### src/ice_pkg.sv
`default_nettype none

package ice_pkg;

	// Pin count of the GPIO header
	localparam int GPIO_WIDTH = 24;

	// Slave bus requesters, lower index wins at frame boundaries
	localparam int NUM_SLAVES = 2;
	localparam int SLAVE_SEL_W = (NUM_SLAVES > 1) ? $clog2(NUM_SLAVES) : 1;
	localparam int SLV_BASICS = 0;
	localparam int SLV_GPIO = 1;

	// Version query answer
	localparam logic [7:0] VERSION_MAJOR = 8'h00;
	localparam logic [7:0] VERSION_MINOR = 8'h04;

	// Payload length of a pin-interrupt event frame
	localparam logic [7:0] EVENT_LEN = 8'd3;

	// Host opcodes, ASCII
	typedef enum logic [7:0] {
		OP_VERSION    = 8'h56,  // 'V'
		OP_GPIO_LEVEL = 8'h4f,  // 'O'
		OP_GPIO_DIR   = 8'h44,  // 'D'
		OP_GPIO_INT   = 8'h49,  // 'I'
		OP_GPIO_READ  = 8'h6f   // 'o'
	} ice_op_t;

	// First byte of every reply frame
	typedef enum logic [7:0] {
		RESP_ACK   = 8'h00,
		RESP_NAK   = 8'h01,
		RESP_EVENT = 8'h02
	} ice_resp_t;

	// One master bus beat from the frame decoder
	typedef struct packed {
		logic       frame_valid;
		logic       data_valid;
		logic       start;
		logic [7:0] addr;
		logic [7:0] evt_id;
		logic [7:0] len;
		logic [7:0] data;
	} ma_bus_t;

	// What a slave presents to the result block
	typedef struct packed {
		logic       request;
		logic [7:0] data;
		logic       last;
	} sl_out_t;

	// Pin settings, direction high means output
	typedef struct packed {
		logic [GPIO_WIDTH-1:0] level;
		logic [GPIO_WIDTH-1:0] direction;
		logic [GPIO_WIDTH-1:0] int_enable;
	} gpio_cfg_t;

endpackage

`default_nettype wire
### src/ice_basics_int.sv
`timescale 1ns/1ps
`default_nettype none

module ice_basics_int (
	input wire clk,
	input wire reset,
	input wire ice_pkg::ma_bus_t ma,
	input wire generate_nak,
	input wire [ice_pkg::GPIO_WIDTH-1:0] gpio_read,
	output ice_pkg::gpio_cfg_t gpio_cfg,
	output ice_pkg::sl_out_t sl,
	input wire grant
);
	import ice_pkg::*;

	logic [GPIO_WIDTH-1:0] shift_q;
	logic [GPIO_WIDTH-1:0] shift_d;
	logic [7:0] pay_cnt;
	logic last_beat;
	logic fv_q;
	logic frame_end;
	logic nak_seen;
	logic [5:0][7:0] reply_q;
	logic [5:0][7:0] reply_d;
	logic [1:0] plen_d;
	logic [1:0] plen_q;
	logic [2:0] idx;
	logic request_q;

	// Payload arrives MSB first
	assign shift_d = {shift_q[GPIO_WIDTH-9:0], ma.data};
	assign last_beat = ma.data_valid && (pay_cnt == ma.len - 8'd1);
	assign frame_end = fv_q && !ma.frame_valid;

	always_ff @(posedge clk) begin
		if (ma.data_valid)
			shift_q <= shift_d;
	end

	// Reply contents as of frame end
	always_comb begin
		plen_d = 2'd0;
		reply_d = '0;
		reply_d[0] = RESP_ACK;
		reply_d[1] = ma.evt_id;
		if (nak_seen) begin
			reply_d[0] = RESP_NAK;
		end else begin
			case (ma.addr)
				OP_VERSION: begin
					plen_d = 2'd2;
					reply_d[3] = VERSION_MAJOR;
					reply_d[4] = VERSION_MINOR;
				end
				OP_GPIO_READ: begin
					// Synchronized pins, top byte first
					plen_d = 2'd3;
					{reply_d[3], reply_d[4], reply_d[5]} = gpio_read;
				end
				// Set commands reply with an empty ACK
				default: plen_d = 2'd0;
			endcase
		end
		reply_d[2] = {6'd0, plen_d};
	end

	always_ff @(posedge clk or posedge reset) begin
		if (reset) begin
			fv_q <= 1'b0;
			pay_cnt <= 8'd0;
			nak_seen <= 1'b0;
			gpio_cfg <= '0;
			request_q <= 1'b0;
			idx <= 3'd0;
			plen_q <= 2'd0;
		end else begin
			fv_q <= ma.frame_valid;
			if (ma.start) begin
				pay_cnt <= 8'd0;
				nak_seen <= generate_nak;
			end else if (ma.data_valid) begin
				pay_cnt <= pay_cnt + 8'd1;
			end
			// Settings take the full word on the last beat
			if (last_beat && ma.len == 8'd3) begin
				case (ma.addr)
					OP_GPIO_LEVEL: gpio_cfg.level <= shift_d;
					OP_GPIO_DIR: gpio_cfg.direction <= shift_d;
					OP_GPIO_INT: gpio_cfg.int_enable <= shift_d;
					default: ;
				endcase
			end
			// Host waits for the reply before its next command
			if (frame_end) begin
				request_q <= 1'b1;
				idx <= 3'd0;
				plen_q <= plen_d;
			end else if (grant) begin
				idx <= idx + 3'd1;
				if (sl.last)
					request_q <= 1'b0;
			end
		end
	end

	always_ff @(posedge clk) begin
		if (frame_end)
			reply_q <= reply_d;
	end

	// Header is three bytes ahead of the payload
	assign sl = '{
		request: request_q,
		data: reply_q[idx],
		last: idx == ({1'b0, plen_q} + 3'd2)
	};

	// Result block only takes from an active requester
	a_grant_needs_req: assert property (@(posedge clk) disable iff (reset)
		grant |-> request_q)
		else $error("grant seen without request");

endmodule

`default_nettype wire

### src/ice_bus.sv
`timescale 1ns/1ps
`default_nettype none

module ice_bus (
	input wire clk,
	input wire reset,
	input wire [7:0] rx_char,
	input wire rx_char_valid,
	output logic [7:0] tx_char,
	output logic tx_char_valid,
	input wire tx_char_ready,
	input wire [ice_pkg::GPIO_WIDTH-1:0] gpio_in,
	output logic [ice_pkg::GPIO_WIDTH-1:0] gpio_out,
	output logic [ice_pkg::GPIO_WIDTH-1:0] gpio_oe
);
	import ice_pkg::*;

	ma_bus_t ma;
	logic generate_nak;
	gpio_cfg_t gpio_cfg;
	logic [GPIO_WIDTH-1:0] gpio_sync;
	sl_out_t [NUM_SLAVES-1:0] sl;
	logic [NUM_SLAVES-1:0] grant;
	logic [7:0] global_counter;

	// Host bytes onto the master bus
	ice_frame_decode i_decode (
		.clk(clk),
		.reset(reset),
		.rx_char(rx_char),
		.rx_char_valid(rx_char_valid),
		.ma(ma),
		.generate_nak(generate_nak)
	);

	// Settings, queries and NAKs
	ice_basics_int i_basics (
		.clk(clk),
		.reset(reset),
		.ma(ma),
		.generate_nak(generate_nak),
		.gpio_read(gpio_sync),
		.gpio_cfg(gpio_cfg),
		.sl(sl[SLV_BASICS]),
		.grant(grant[SLV_BASICS])
	);

	// Pads and pin-change events
	ice_gpio_int i_gpio (
		.clk(clk),
		.reset(reset),
		.gpio_cfg(gpio_cfg),
		.gpio_in(gpio_in),
		.gpio_out(gpio_out),
		.gpio_oe(gpio_oe),
		.gpio_sync(gpio_sync),
		.global_counter(global_counter),
		.sl(sl[SLV_GPIO]),
		.grant(grant[SLV_GPIO])
	);

	// Slave bus arbiter and host serializer
	ice_bus_result i_result (
		.clk(clk),
		.reset(reset),
		.sl(sl),
		.grant(grant),
		.tx_char(tx_char),
		.tx_char_valid(tx_char_valid),
		.tx_char_ready(tx_char_ready),
		.global_counter(global_counter)
	);

endmodule

`default_nettype wire

### src/ice_bus_result.sv
`timescale 1ns/1ps
`default_nettype none

module ice_bus_result (
	input wire clk,
	input wire reset,
	input wire ice_pkg::sl_out_t [ice_pkg::NUM_SLAVES-1:0] sl,
	output logic [ice_pkg::NUM_SLAVES-1:0] grant,
	output logic [7:0] tx_char,
	output logic tx_char_valid,
	input wire tx_char_ready,
	output logic [7:0] global_counter
);
	import ice_pkg::*;

	logic locked;
	logic fresh;
	logic out_last;
	logic pick_valid;
	logic load;
	logic take;
	logic evt_strobe;
	logic [SLAVE_SEL_W-1:0] owner;
	logic [SLAVE_SEL_W-1:0] pick;
	logic [SLAVE_SEL_W-1:0] sel;
	logic [7:0] out_q;

	// Fixed priority, lowest index wins
	always_comb begin
		pick = '0;
		pick_valid = 1'b0;
		for (int i = NUM_SLAVES - 1; i >= 0; i--) begin
			if (sl[i].request) begin
				pick = SLAVE_SEL_W'(i);
				pick_valid = 1'b1;
			end
		end
	end

	// Stay on the owner until its last byte
	assign sel = locked ? owner : pick;
	assign load = !fresh && (locked ? sl[owner].request : pick_valid);
	// Byte leaves only when the host can accept it
	assign take = fresh && tx_char_ready;
	assign tx_char_valid = take;
	assign tx_char = out_q;
	assign evt_strobe = take && out_last && owner == SLAVE_SEL_W'(SLV_GPIO);

	always_comb begin
		grant = '0;
		if (take)
			grant[owner] = 1'b1;
	end

	always_ff @(posedge clk or posedge reset) begin
		if (reset) begin
			locked <= 1'b0;
			fresh <= 1'b0;
			owner <= '0;
			global_counter <= 8'd0;
		end else begin
			if (take) begin
				fresh <= 1'b0;
				if (out_last)
					locked <= 1'b0;
			end else if (load) begin
				fresh <= 1'b1;
				locked <= 1'b1;
				owner <= sel;
			end
			// One count per event frame sent
			if (evt_strobe)
				global_counter <= global_counter + 8'd1;
		end
	end

	// One-byte output register
	always_ff @(posedge clk) begin
		if (load) begin
			out_q <= sl[sel].data;
			out_last <= sl[sel].last;
		end
	end

	a_grant_onehot: assert property (@(posedge clk) disable iff (reset)
		$onehot0(grant))
		else $error("more than one grant");

	a_tx_ready: assert property (@(posedge clk) disable iff (reset)
		tx_char_valid |-> tx_char_ready)
		else $error("tx_char_valid while host not ready");

endmodule

`default_nettype wire

### src/ice_frame_decode.sv
`timescale 1ns/1ps
`default_nettype none

module ice_frame_decode (
	input wire clk,
	input wire reset,
	input wire [7:0] rx_char,
	input wire rx_char_valid,
	output ice_pkg::ma_bus_t ma,
	output logic generate_nak
);
	import ice_pkg::*;

	typedef enum logic [1:0] {
		ST_OPCODE,
		ST_EVT_ID,
		ST_LEN,
		ST_PAYLOAD
	} dec_state_t;

	dec_state_t state;
	logic [7:0] remain;
	logic frame_valid_q;
	logic data_valid_q;
	logic start_q;
	logic last_q;
	logic [7:0] addr_q;
	logic [7:0] evt_id_q;
	logic [7:0] len_q;
	logic [7:0] data_q;

	function automatic logic is_known_op(input logic [7:0] op);
		case (op)
			OP_VERSION, OP_GPIO_LEVEL, OP_GPIO_DIR, OP_GPIO_INT, OP_GPIO_READ: return 1'b1;
			default: return 1'b0;
		endcase
	endfunction

	// Header walk and payload countdown
	always_ff @(posedge clk or posedge reset) begin
		if (reset) begin
			state <= ST_OPCODE;
			remain <= 8'd0;
			frame_valid_q <= 1'b0;
			data_valid_q <= 1'b0;
			start_q <= 1'b0;
			last_q <= 1'b0;
			generate_nak <= 1'b0;
		end else begin
			data_valid_q <= 1'b0;
			start_q <= 1'b0;
			last_q <= 1'b0;
			generate_nak <= 1'b0;
			// Frame closes the cycle after its final beat
			if (last_q)
				frame_valid_q <= 1'b0;
			if (rx_char_valid) begin
				case (state)
					ST_OPCODE: begin
						frame_valid_q <= 1'b1;
						state <= ST_EVT_ID;
					end
					ST_EVT_ID: state <= ST_LEN;
					ST_LEN: begin
						start_q <= 1'b1;
						generate_nak <= !is_known_op(addr_q);
						remain <= rx_char;
						if (rx_char == 8'd0) begin
							// Header-only frame ends on start
							last_q <= 1'b1;
							state <= ST_OPCODE;
						end else begin
							state <= ST_PAYLOAD;
						end
					end
					ST_PAYLOAD: begin
						// Unknown opcodes pass their payload too so framing holds
						data_valid_q <= 1'b1;
						remain <= remain - 8'd1;
						if (remain == 8'd1) begin
							last_q <= 1'b1;
							state <= ST_OPCODE;
						end
					end
					default: state <= ST_OPCODE;
				endcase
			end
		end
	end

	// Header fields and payload byte
	always_ff @(posedge clk) begin
		if (rx_char_valid) begin
			case (state)
				ST_OPCODE: addr_q <= rx_char;
				ST_EVT_ID: evt_id_q <= rx_char;
				ST_LEN: len_q <= rx_char;
				default: data_q <= rx_char;
			endcase
		end
	end

	assign ma = '{
		frame_valid: frame_valid_q,
		data_valid: data_valid_q,
		start: start_q,
		addr: addr_q,
		evt_id: evt_id_q,
		len: len_q,
		data: data_q
	};

	// Payload beats stay inside the frame
	a_data_in_frame: assert property (@(posedge clk) disable iff (reset)
		ma.data_valid |-> ma.frame_valid)
		else $error("data_valid outside of frame_valid");

endmodule

`default_nettype wire

### src/ice_gpio_int.sv
`timescale 1ns/1ps
`default_nettype none

module ice_gpio_int (
	input wire clk,
	input wire reset,
	input wire ice_pkg::gpio_cfg_t gpio_cfg,
	input wire [ice_pkg::GPIO_WIDTH-1:0] gpio_in,
	output logic [ice_pkg::GPIO_WIDTH-1:0] gpio_out,
	output logic [ice_pkg::GPIO_WIDTH-1:0] gpio_oe,
	output logic [ice_pkg::GPIO_WIDTH-1:0] gpio_sync,
	input wire [7:0] global_counter,
	output ice_pkg::sl_out_t sl,
	input wire grant
);
	import ice_pkg::*;

	logic [GPIO_WIDTH-1:0] sync1;
	logic [GPIO_WIDTH-1:0] sync2;
	logic [GPIO_WIDTH-1:0] prev;
	logic hit;
	logic pending;
	logic rearm;
	logic [2:0] idx;
	logic [7:0] tag_q;
	logic [GPIO_WIDTH-1:0] pins_q;
	logic [7:0] byte_d;

	// Pad drive and 2-flop input synchronizer
	always_ff @(posedge clk or posedge reset) begin
		if (reset) begin
			gpio_out <= '0;
			gpio_oe <= '0;
			sync1 <= '0;
			sync2 <= '0;
			prev <= '0;
		end else begin
			gpio_out <= gpio_cfg.level;
			gpio_oe <= gpio_cfg.direction;
			sync1 <= gpio_in;
			sync2 <= sync1;
			prev <= sync2;
		end
	end

	assign gpio_sync = sync2;

	// Any edge on an enabled input pin
	assign hit = |((sync2 ^ prev) & gpio_cfg.int_enable & ~gpio_cfg.direction);

	always_ff @(posedge clk or posedge reset) begin
		if (reset) begin
			pending <= 1'b0;
			rearm <= 1'b0;
			idx <= 3'd0;
		end else begin
			// Edge after pins were captured needs a fresh frame
			if (hit && idx != 3'd0)
				rearm <= 1'b1;
			if (grant && sl.last) begin
				idx <= 3'd0;
				pending <= rearm || hit;
				rearm <= 1'b0;
			end else begin
				if (grant)
					idx <= idx + 3'd1;
				if (hit)
					pending <= 1'b1;
			end
		end
	end

	// Tag and pin state frozen when the first byte goes out
	always_ff @(posedge clk) begin
		if (grant && idx == 3'd0) begin
			tag_q <= global_counter;
			pins_q <= sync2;
		end
	end

	always_comb begin
		case (idx)
			3'd0: byte_d = RESP_EVENT;
			3'd1: byte_d = tag_q;
			3'd2: byte_d = EVENT_LEN;
			3'd3: byte_d = pins_q[GPIO_WIDTH-1 -: 8];
			3'd4: byte_d = pins_q[GPIO_WIDTH-9 -: 8];
			3'd5: byte_d = pins_q[7:0];
			default: byte_d = 8'h00;
		endcase
	end

	assign sl = '{
		request: pending,
		data: byte_d,
		last: idx == 3'd5
	};

endmodule

`default_nettype wire

### config.mk
export PLATFORM = sky130hd
export DESIGN_NAME = ice_bus
export DESIGN_NICKNAME = d
export VERILOG_FILES = /design/src/ice_pkg.sv /design/src/ice_basics_int.sv /design/src/ice_bus.sv /design/src/ice_bus_result.sv /design/src/ice_frame_decode.sv /design/src/ice_gpio_int.sv
export SDC_FILE = /design/constraint.sdc
export NUM_CORES = 1
export LEC_CHECK = 0
export BUFFER_PORTS_ARGS = -buffer_cell sky130_fd_sc_hd__buf_4
export CAP_MARGIN = 0
export CORE_MARGIN = 2
export CORE_UTILIZATION = 51
export CTS_CLUSTER_DIAMETER = 80
export CTS_CLUSTER_SIZE = 30
export DETAILED_ROUTE_END_ITERATION = 16
export PLACE_DENSITY = 0.71
export SLEW_MARGIN = 20
export SYNTH_ARGS = -nofsm -noshare
export SYNTH_HDL_FRONTEND = slang
export SYNTH_SLANG_ARGS = --single-unit
export TNS_END_PERCENT = 1
### constraint.sdc
create_clock -name clk -period 20.5 [get_ports clk]
set_clock_uncertainty 0.2 [all_clocks]
set_input_delay 4.1 -clock clk [delete_from_list [all_inputs] [get_ports clk]]
set_output_delay 4.1 -clock clk [all_outputs]
set_load 0.02 [all_outputs]
Yosys cells after proc, flatten, opt, wreduce, memory -nomap -nowiden
Index checks and enable logic that the tools add are counted.
{"block": "word_totals", "ff_bits": 370, "word_cells": 179}
{"block": "classes", "bitwise_logic": 7, "addsub": 7, "n_eq_ne": 19, "order_cmp": 4, "reduce_logical": 43, "muxes": 56}
{"cell": "AND 24 bit", "n": 2}
{"cell": "case mux 8 bit (6 select lines)", "n": 1}
{"cell": "== test 8 x 7 -> 1 bit, second input constant", "n": 5}
{"cell": "2-to-1 mux 1 bit", "n": 33}
{"cell": "case mux 16 bit (2 select lines)", "n": 1}
{"cell": "binary-select mux 8 bit (select 3 bit)", "n": 1}
{"cell": "2-to-1 mux 8 bit", "n": 3}
{"cell": "NOT 24 bit", "n": 1}
{"cell": "AND reduction 2 bit", "n": 12}
{"cell": "OR reduction 24 bit", "n": 1}
{"cell": "bitwise XOR 24 bit", "n": 1}
{"cell": "2-to-1 mux 10 bit", "n": 2}
{"cell": "2-to-1 mux 9 bit", "n": 2}
{"cell": "adder 8 x 1 -> 8 bit, second input constant", "n": 2}
{"cell": "case mux 8 bit (2 select lines)", "n": 1}
{"cell": "nonzero test 2 bit", "n": 8}
{"cell": "subtractor 8 x 1 -> 8 bit, second input constant", "n": 2}
{"cell": "2-to-1 mux 3 bit", "n": 4}
{"cell": "logical AND 1 bit", "n": 11}
{"cell": "== test 8 x 1 -> 1 bit, second input constant", "n": 1}
{"cell": "== test 8 x 2 -> 1 bit, second input constant", "n": 1}
{"cell": "== test 8 bit", "n": 1}
{"cell": "zero test 8 bit", "n": 1}
{"cell": "2-to-1 mux 2 bit", "n": 4}
{"cell": "other kinds (25)", "n": 35}

Depth between registers and ports, before layout
Gate-level depths: netlist (run 1).
{"block": "logic_depth", "depth_word": 8, "ltp_mapped": 8, "ltp_nobuf": 7}

By module
A second synthesis (run 1) with hierarchy kept.
{"block": "unflattened", "hier_cells": 857, "area_unflattened_um2": 13729.4}
{"mod": "ice_basics_int", "area_per_inst_um2": 5914.4, "cells_each": 380, "instances": 1, "seq_area_each_um2": 3733.6}
{"mod": "ice_gpio_int", "area_per_inst_um2": 4983.5, "cells_each": 274, "instances": 1, "seq_area_each_um2": 4088.9}
{"mod": "ice_frame_decode", "area_per_inst_um2": 1889.3, "cells_each": 134, "instances": 1, "seq_area_each_um2": 1336.3}
{"mod": "ice_bus_result", "area_per_inst_um2": 942.2, "cells_each": 69, "instances": 1, "seq_area_each_um2": 545.5}

Worst setup path before layout (run 1)
OpenSTA, ideal clock, no wires.
{"block": "synth_path", "path_type": "input to output", "startpoint": "input tx_char_ready", "endpoint": "output tx_char_valid", "n_path_buf": 0, "t_required_ns": 16.200, "arrival_time_ns": 4.357, "stages": 2, "path_slack_ns": 11.843, "cell_sequence": "nand2_1 inv_1"}
{"block": "synth_between", "elab_chain_cells": 1}
{"item": "start: declaration", "line_no": "ice_bus.sv:11", "text": "input wire tx_char_ready,"}
{"item": "logical AND 1 bit", "line_no": "ice_bus_result.sv:44", "text": "assign take = fresh && tx_char_ready;"}
{"item": "end: declaration", "line_no": "ice_bus.sv:10", "text": "output logic tx_char_valid,"}
No other way between the ends.

Final worst setup path (run 1)
Same ends and word-level chain as after synthesis.

==> metrics.md, run 1 <==
| Metric | Value |
|---|---|
| Row count | `59` |
| Critical Path AT | `4590 ps` |
| Worst r2r path cells | `4` |
| Drt via density | `5.38` |
| First-pass GRT wire length | `40.2 mm` |
| Total CTS buffers | `16` |
| Netlist cell types | `51` |
| Comb power frac | `15.6%` |
| Primary FF master, synth | `dfrtp_1` |
| Via count of the first global-routing pass | `6932` |
| Setup TNS | `0 ps` |
| EDFF count, synth | `124` |
| DR vias | `6957` |
| DRT Pass-1 Iters | `5` |
| Worst setup SP type | `primary input` |
| Wire per inst | `19.8 um` |
| Fmax | `0.113 GHz` |
| Clock root buffer | `clkbuf_16` |
| M2 GR Usage | `29.7%` |
| GR Layer Usage met1 | `27.4%` |
| Met3 global-route usage | `2.50%` |
| Hold Violations, Final | `0` |
| CP required | `16200 ps` |
| Post-synthesis net count | `911` |
| Max_cap viols | `0` |
| Psw | `447 uW` |
| Final period util | `43.3%` |
| Post-synth ARST share | `65.8%` |
| Setup violators final | `0` |
| Die width | `167 um` |
| CP cell instances | `buf_4 > nand2_1 > inv_1 > buf_4` |
| Clock-pin slew on the worst setup and hold paths | `100 ps` |
| Post-CTS setup buffers | `0` |
| Fin nets | `996` |
| Power Total | `1.56 mW` |
| Synth warnings | `0` |
| Power share of the clock group | `23.7%` |
| CP max stage delay | `170 ps` |
| Share of layout cells above drive strength 1 | `21.7%` |
| Synth Register Bits | `363` |
| H-Tree Depth | `1` |
| Die height | `167 um` |
| Gr ovfl total | `0` |
| Area Overhead vs Synth | `11.0%` |
| Clock sinks | `363` |
| CTS Hold Bufs | `0` |
| Residual DRC | `0` |
| Worst slew margin | `33.8%` |
| Post-CTS sizing | `0` |
| TritonCTS clock tree | `done` |
| Pins Over Slew Limit | `0` |
| Power per standard cell area | `104 nW/um^2` |
| Leading area contributor after synthesis | `dfrtp_1` |
| Core Area | `26100 um^2` |
| Hold_ws | `157 ps` |
| Leakage power | `6.59 nW` |
| Initial antenna violation count | `0` |
| Reg power frac | `60.7%` |
| Commonest cells post-synth | `dfrtp_1, edfxtp_1, mux2_4, nand2_1, xnor2_1` |
| Top cells by area, synth | `dfrtp_1, edfxtp_1, mux2_4` |
| GRT busiest layer | `met2` |
| DRT Wirelength | `25.5 mm` |
| Fraction of post-synthesis cell area in the top cell type by area | `44.3%` |
| Top Ports | `93` |
| RSZ-0062 raised after global routing | `no` |
| Slew @ Worst Pin | `993 ps` |
| Clock Latency Late Sink | `510 ps` |
| Die area | `27800 um^2` |
| Post-layout worst setup margin | `11610 ps` |
| GP Congestion | `0.853` |
| Mapped Area | `13500 um^2` |
| Status | `completed` |
| Min-delay worst type | `flip-flop to flip-flop` |
| Post-Place Setup Slack | `11620 ps` |
| Largest net degree at the start of global routing | `93` |
| Net Sw Frac | `28.6%` |
| Crit. End Element | `output pin` |
| Clk buf depth | `3` |
| Detail Route Antenna Nets | `0` |
| Min Clock Period, post-route | `8890 ps` |
| Violation count after the first detailed-route iteration | `632` |
| Sequential fraction of the synthesis area | `71.8%` |
| Layout fillers | `2001` |
| Starting Density | `51.8%` |
| Crit-path slowest cell | `buf_4` |
| Crit-path max FO | `4` |
| Post-Synthesis Cells | `863` |
| WS Path Type | `primary input to output pin` |
| Global Route Usage Sum | `18.5%` |
| Synth Area per Inst | `15.7 um^2` |
| Peak supply drop | `0.0000807 V` |
| Ant diodes | `0` |
| Final core occ | `57.5%` |
| Internal power | `1.11 mW` |
| Most frequent cell after synthesis | `dfrtp_1` |
| Post-detail-place hpwl | `17.3 mm` |
| Most used cell, CP | `buf_4` |
| Port bufs | `92` |
| Hold path depth | `0` |
cell type report:
cell class                      instances  area (um^2)  area share, %
Tap cell                              335          419           2.80
Inverter                               29          116          0.776
Multi-Input combinational cell        442         3550           23.7
Clock inverter                          3         31.3          0.209
Sequential cell                       363         9700           64.7
Timing Repair Buffer                   96          721           4.81
Clock buffer                           24          452           3.01
worst paths after layout:
check | startpoint | to | slack [ps]
worst min-delay path | i_gpio.sync1[7] | i_gpio.gpio_sync[7] | 160
worst min register to register | i_gpio.sync1[7] | i_gpio.gpio_sync[7] | 160
worst max register to register | i_decode.data_valid_q | i_basics.gpio_cfg[37] | 17000
max in group asynchronous | reset | i_basics.pay_cnt[1] | 15140
worst max-delay path | tx_char_ready | tx_char_valid | 11610
min in group asynchronous | reset | i_gpio.gpio_out[0] | 3460
cell families after synthesis:
logic type	synth area share (%)
and+or+nand+nor	7.32
muxes	9.71
buffers and inverters	1.94
AOI/OAI and AO/OA	4.84
DFF	71.8
adders and majority gates	1.11
xor gates and xnor gates	3.24
power groups by stage:
stage / Combinational (mW) / Sequential [mW] / Clock [mW]
5_1_grt: 0.270 / 0.961 / 0.409
2_1_floorplan: 0.181 / 0.927 / 0
6_report: 0.243 / 0.947 / 0.371
4_1_cts: 0.246 / 0.948 / 0.381
3_5_place_dp: 0.245 / 0.963 / 0
3_3_place_gp: 0.238 / 0.960 / 0
per-stage QoR:
step	std cells	area, um^2
CTS	1292	15000
global placement	1265	14500
finish	1292	15000
detailed placement	1265	14500
floorplan	863	13500
global route	1292	15000
routing by layer:
layer,vias up,wire [um]
li1,3229,-
met1,3520,11600
met3,29,1220
met4,0,441
met2,179,12200
met5,-,0
critical path: cells and delay by family:
family	cells	cell delay (ps)
AND/OR/NAND/NOR	1	100
buffers and inverters	3	390
state kept, by name, indices dropped and copies added, names as in the netlist, 16 cells and up:
register and flops:
i_basics.shift_q 16, i_basics.reply_q 35, i_gpio.sync1 24, i_gpio.gpio_oe 24
i_gpio.gpio_out 24, i_gpio.pins_q 24, i_gpio.prev 24, i_basics.gpio_cfg 72
i_gpio.gpio_sync 24
layout by cell type, fill, tap and decap left out, types with 21 or more instances in the layout:
master    instances
a21oi_1          21
and2_1           25
buf_4            96
dfrtp_1         239
edfxtp_1        124
inv_1            28
mux2_2           22
mux2_4           60
nand2_1          50
nor2_1           29
o21ai_0          25
xnor2_1          42
Note: power is estimated with default switching activity, not from simulation.
==> inputs of run 2 (changes only) <==
clock period = 9.1 ns   (was 20.5 ns; I/O delays follow)
==> metrics.md, run 2 (same netlist as run 1, synthesis figures left out) <==
| Metric | Value |
|---|---|
| Die area | `27800 um^2` |
| Crit-path slowest cell | `buf_4` |
| Area occupied by multi-input gates | `3550 um^2` |
| CP cell instances | `buf_4 > nand2_1 > inv_1 > buf_4` |
| Die width | `167 um` |
| Clock sinks | `363` |
| Area Overhead vs Synth | `11.0%` |
| Clk buf depth | `3` |
| Layout fillers | `2030` |
| Hold Violations, Final | `0` |
| Register area | `9700 um^2` |
| Setup TNS | `0 ps` |
| Crit. End Element | `output pin` |
| Ant diodes | `0` |
| Critical Path AT | `2300 ps` |
| RSZ-0062 raised after global routing | `no` |
| Commonest non-fill, non-tap cells in the layout | `dfrtp_1, edfxtp_1, buf_4` |
| Starting Density | `51.8%` |
| Most used cell, CP | `buf_4` |
| Share of layout cells above drive strength 1 | `21.8%` |
| Fmax | `0.231 GHz` |
| Top Ports | `93` |
| DRT Pass-1 Iters | `5` |
| Slew @ Worst Pin | `1010 ps` |
| Clock-pin slew on the worst setup and hold paths | `110 ps` |
| CP top delay family | `buffers and inverters` |
| Top flop regs | `i_basics.gpio_cfg: 72 flops, i_basics.reply_q: 35 flops` |
| Initial antenna violation count | `0` |
| Setup violators final | `0` |
| Biggest register | `i_basics.gpio_cfg` |
| Residual DRC | `0` |
| Gr ovfl total | `0` |
| Row count | `59` |
| Wire per inst | `19.8 um` |
| TritonCTS clock tree | `done` |
| First-pass GRT wire length | `40.0 mm` |
| CP required | `7080 ps` |
| Post-detail-place hpwl | `17.2 mm` |
| H-Tree Depth | `1` |
| Clock Latency Late Sink | `510 ps` |
| Status | `completed` |
| Worst setup SP type | `primary input` |
| GP Congestion | `0.837` |
| Crit path launch | `tx_char_ready` |
| Post-CTS sizing | `0` |
| Fin nets | `996` |
| Post-CTS setup buffers | `0` |
| Final period util | `47.5%` |
| Core Area | `26100 um^2` |
| Detail Route Antenna Nets | `0` |
| DR vias | `7000` |
| Min Clock Period, post-route | `4320 ps` |
| Clock root buffer | `clkbuf_16` |
| Max_cap viols | `0` |
| Violation count after the first detailed-route iteration | `696` |
| Worst slew margin | `33.0%` |
| Largest register FFs | `72` |
| Power per standard cell area | `235 nW/um^2` |
| Global Route Usage Sum | `18.4%` |
| Leakage power | `6.59 nW` |
| Port bufs | `92` |
| Power Total | `3.52 mW` |
| DRT Wirelength | `25.5 mm` |
| Min-delay worst type | `flip-flop to flip-flop` |
| Hold Path Origin | `i_gpio.sync1[17]` |
| Buf/Inv on CP | `3` |
| CP max stage delay | `160 ps` |
| WS Path Type | `primary input to output pin` |
| CTS Hold Bufs | `0` |
| Total CTS buffers | `16` |
| Drt via density | `5.42` |
| Final core occ | `57.5%` |
| Commonest non-fill, non-tap cell in the layout | `dfrtp_1` |
| Die height | `167 um` |
| Via count of the first global-routing pass | `7001` |
| Pins Over Slew Limit | `0` |
| Peak supply drop | `0.000129 V` |
| Reg-to-reg startpoint | `i_decode.data_valid_q` |
| Largest net degree at the start of global routing | `105` |
| Crit-path max FO | `4` |
run 2: cell types whose count changed in the layout (fill, tap and decap cells not counted), sizes merged:
cell	change
clkbuf	-1
inv	+2
clkinv	-1
run 2: worst register-to-register path, stage by stage (launching register included):
cell and delay, ps:
dfrtp_1 1010, nand4_1 290, a2111oi_2 540, nand3_2 820
mux2_4 590
run 2: per-layer routing:
metal | global-route usage, % | routed length (um) | up-vias
li1 | - | - | 3236
met1 | 27.5 | 11500 | 3561
met2 | 29.4 | 12300 | 169
met3 | 2.12 | 1170 | 34
met4 | 4.54 | 491 | 0
met5 | 0 | 0 | -
run 2: path summary, 6_finish.rpt:
check / depth (start not counted) / end / slack [ps]
min: 0 / i_gpio.gpio_sync[17] / 160
max reg2reg: 4 / i_basics.gpio_cfg[43] / 5530
min in group asynchronous: 2 / i_gpio.gpio_out[5] / 1220
max: 4 / tx_char_valid / 4780
max in group asynchronous: 3 / i_basics.idx[1] / 6040
min reg2reg: 0 / i_gpio.gpio_sync[17] / 160
run 2: metrics by stage:
| stage | setup WS, ps | std cells | hold WS [ps] | cell area, um^2 |
|---|---|---|---|---|
| 6_report | 4780 | 1292 | 159 | 15000 |
| 5_1_grt | 4730 | 1292 | 166 | 15000 |
| 4_1_cts | 4770 | 1292 | 162 | 15000 |
| 3_5_place_dp | 4770 | 1265 | 135 | 14500 |
| 3_3_place_gp | 4790 | 1265 | 134 | 14500 |
| 2_1_floorplan | 520 | 863 | 131 | 13500 |
run 2: area by class of cell:
cell class	instances	area share, %
clock buffer	23	2.99
clock inverter	4	0.217
inverter	29	0.776
multi-input combinational	442	23.7
sequential	363	64.7
tap	335	2.80
timing repair buffer	96	4.81
run 2: report_power, final:
part	total, mW	internal [mW]	switching (mW)	leakage, nW
sequential	2.13	1.93	0.198	4.27
combinational	0.547	0.217	0.330	2.09
clock	0.838	0.356	0.481	0.236
total	3.52	2.51	1.01	6.59
==> inputs of run 3 (changes only) <==
ABC_AREA = 1   (was not set)
clock period = 4.2 ns   (was 9.1 ns; I/O delays follow)
==> metrics.md, run 3 <==
| Metric | Value |
|---|---|
| Status | `completed` |
| Initial antenna violation count | `0` |
| Die height | `168 um` |
| Netlist cell types | `35` |
| Wire per inst | `16.8 um` |
| Drt via density | `5.20` |
| Fmax | `0.335 GHz` |
| Synth Area in Simple Gates | `16.7%` |
| Clk buf depth | `3` |
| First-pass GRT wire length | `44.4 mm` |
| Setup violators final | `0` |
| Fin nets | `1365` |
| TritonCTS clock tree | `done` |
| Final period util | `71.2%` |
| Port bufs | `92` |
| Post-synth ARST share | `65.8%` |
| Commonest non-fill, non-tap cells in the layout | `nand2_1, dfrtp_1, inv_1` |
| Power share of the clock group | `25.4%` |
| Critical Path AT | `3200 ps` |
| Pins Over Slew Limit | `0` |
| Largest register FFs | `72` |
| Crit. End Element | `flip-flop` |
| Final std cells w/o fill | `1662` |
| WS Path Type | `flip-flop to flip-flop` |
| Clock sinks | `363` |
| Biggest register | `i_basics.gpio_cfg` |
| Via count of the first global-routing pass | `8174` |
| Clock Latency Late Sink | `510 ps` |
| Top cells by area, synth | `dfrtp_1, edfxtp_1, nand2_1` |
| Internal power | `5.27 mW` |
| Worst slew margin | `26.7%` |
| Reg power frac | `57.6%` |
| Leakage power | `7.25 nW` |
| Adder-Cell Fraction of Synth Area | `1.10%` |
| Crit-path max FO | `69` |
| Largest net degree at the start of global routing | `159` |
| Ant diodes | `0` |
| Post-CTS sizing | `0` |
| Share of layout cells above drive strength 1 | `9.87%` |
| Post-synthesis mux area share | `0%` |
| Row count | `59` |
| H-Tree Depth | `1` |
| Mapped Area | `13700 um^2` |
| Total CTS buffers | `17` |
| Leading area contributor after synthesis | `dfrtp_1` |
| Psw | `2.21 mW` |
| Area Overhead vs Synth | `11.2%` |
| Peak supply drop | `0.000306 V` |
| Worst setup SP type | `flip-flop` |
| Die area | `28100 um^2` |
| Post-CTS setup buffers | `0` |
| Starting Density | `52.2%` |
| Gr ovfl total | `0` |
| DRT Pass-1 Iters | `5` |
| Setup TNS | `0 ps` |
| Synth warnings | `0` |
| Detail Route Antenna Nets | `0` |
| Top Ports | `93` |
| Largest family of logic cells by synthesized area | `simple AND/OR/NAND/NOR gates` |
| Global Route Usage Sum | `20.1%` |
| Hold_ws | `147 ps` |
| Clock-pin slew on the worst setup and hold paths | `110 ps` |
| Area fraction in compound gates after synthesis | `4.62%` |
| Power per standard cell area | `492 nW/um^2` |
| Min-delay worst type | `flip-flop to flip-flop` |
| Clock root buffer | `clkbuf_16` |
| Sequential fraction of the synthesis area | `71.0%` |
| Max_cap viols | `0` |
| DRT Wirelength | `28.0 mm` |
| RSZ-0062 raised after global routing | `no` |
| Most frequent cell after synthesis | `nand2_1` |
| Top flop regs | `i_basics.gpio_cfg: 72 flops, i_basics.reply_q: 35 flops` |
| Residual DRC | `0` |
| EDFF count, synth | `124` |
| CTS Hold Bufs | `0` |
| Post-detail-place hpwl | `19.2 mm` |
| Comb power frac | `17.0%` |
| Commonest cells post-synth | `nand2_1, dfrtp_1, inv_1, edfxtp_1, nor2_1` |
| Synth Area per Inst | `11.1 um^2` |
| Commonest non-fill, non-tap cell in the layout | `nand2_1` |
| Violation count after the first detailed-route iteration | `801` |
| Slew @ Worst Pin | `1090 ps` |
| Min Clock Period, post-route | `2990 ps` |
| Primary FF master, synth | `dfrtp_1` |
| DR vias | `8638` |
| Hold Violations, Final | `0` |
| CP required | `4410 ps` |
| Post-synthesis net count | `1275` |
| Post-Place Setup Slack | `1280 ps` |
| Die width | `168 um` |
| Post-layout worst setup margin | `1210 ps` |
| Post-Synthesis Cells | `1227` |
| Net Sw Frac | `29.6%` |
| Fraction of post-synthesis cell area in the top cell type by area | `43.7%` |
| # placed instances | `1633` |
| Core Area | `26200 um^2` |
| Xor/xnor cell area share of the yosys netlist | `1.41%` |
| GP Congestion | `0.918` |
| Synth Register Bits | `363` |
-- run 3: changes by cell type in the layout (fill, tap and decap cells not counted), sizes merged, moves of 26 or more --
| cell | previous run | this run |
|---|---|---|
| and2 | 26 | 0 |
| nand3 | 13 | 105 |
| nand2 | 50 | 298 |
| mux2 | 82 | 0 |
| nor2 | 30 | 125 |
| inv | 33 | 141 |
| xnor2 | 42 | 4 |
| o21ai | 26 | 64 |
-- run 3: layer usage --
layer  up-vias  wire length [um]  GRT usage (%)
met3        31              1400           2.55
met1      4231             12500           29.1
met2       230             13400           32.8
li1       4146                 -              -
met5         -                 0              0
met4         0               595           5.03
-- run 3: critical path, stage by stage (launching register included) --
cell and delay, ps:
edfxtp_1 450, inv_1 150, ha_1 270, nand2_1 70, o21ai_0 80, nor2_1 100
nand3_1 70, nor2_1 110, nand2_1 90, nor2_4 160, buf_4 570, nand2_4 330
nand2_1 150, nand2_1 60
-- run 3: power by group through the flow --
stage	sequential [mW]	combinational [mW]	clock [mW]
after floorplan	4.33	0.853	0
after global routing	4.35	1.44	2.09
after CTS	4.31	1.26	1.97
after global placement	4.36	1.21	0
final	4.31	1.27	1.90
after detailed placement	4.38	1.26	0
-- run 3: path summary, 6_finish.rpt --
kind / start / endpoint / slack [ps] / cells past startpoint
min: i_gpio.sync1[23] / i_gpio.gpio_sync[23] / 150 / 0
max: i_decode.len_q[0] / i_basics.gpio_cfg[37] / 1210 / 13
max in group asynchronous: reset / i_gpio.gpio_sync[0] / 2800 / 3
min reg2reg: i_gpio.sync1[23] / i_gpio.gpio_sync[23] / 150 / 0
max reg2reg: i_decode.len_q[0] / i_basics.gpio_cfg[37] / 1210 / 13
min in group asynchronous: reset / i_basics.gpio_cfg[17] / 380 / 3
-- run 3: cells by family (layout without fill, tap and decap cells) --
logic type,count (synthesis),after routing
AOI/OAI and AO/OA,111,111
xor gates and xnor gates,22,22
adders and majority gates,12,12
buffers and inverters,169,269
DFF,363,363
and+or+nand+nor,550,550
-- run 3: layout make-up --
class | count | area [um^2]
fillers | 2156 | 11000
repair buffers | 100 | 767
well taps | 335 | 419
flip-flops and latches | 363 | 9700
clock buffers | 25 | 455
clock inverters | 4 | 65.1
inverters | 140 | 529
multi-input cells | 695 | 3270
-- run 3: stage by stage --
step	cell area (um^2)	util [%]	total power [mW]
after floorplan	13700	-	5.18
after global placement	14700	56.0	5.58
after detailed placement	14700	56.0	5.64
after CTS	15200	58.0	7.54
after global routing	15200	58.0	7.88
final	15200	58.0	7.48
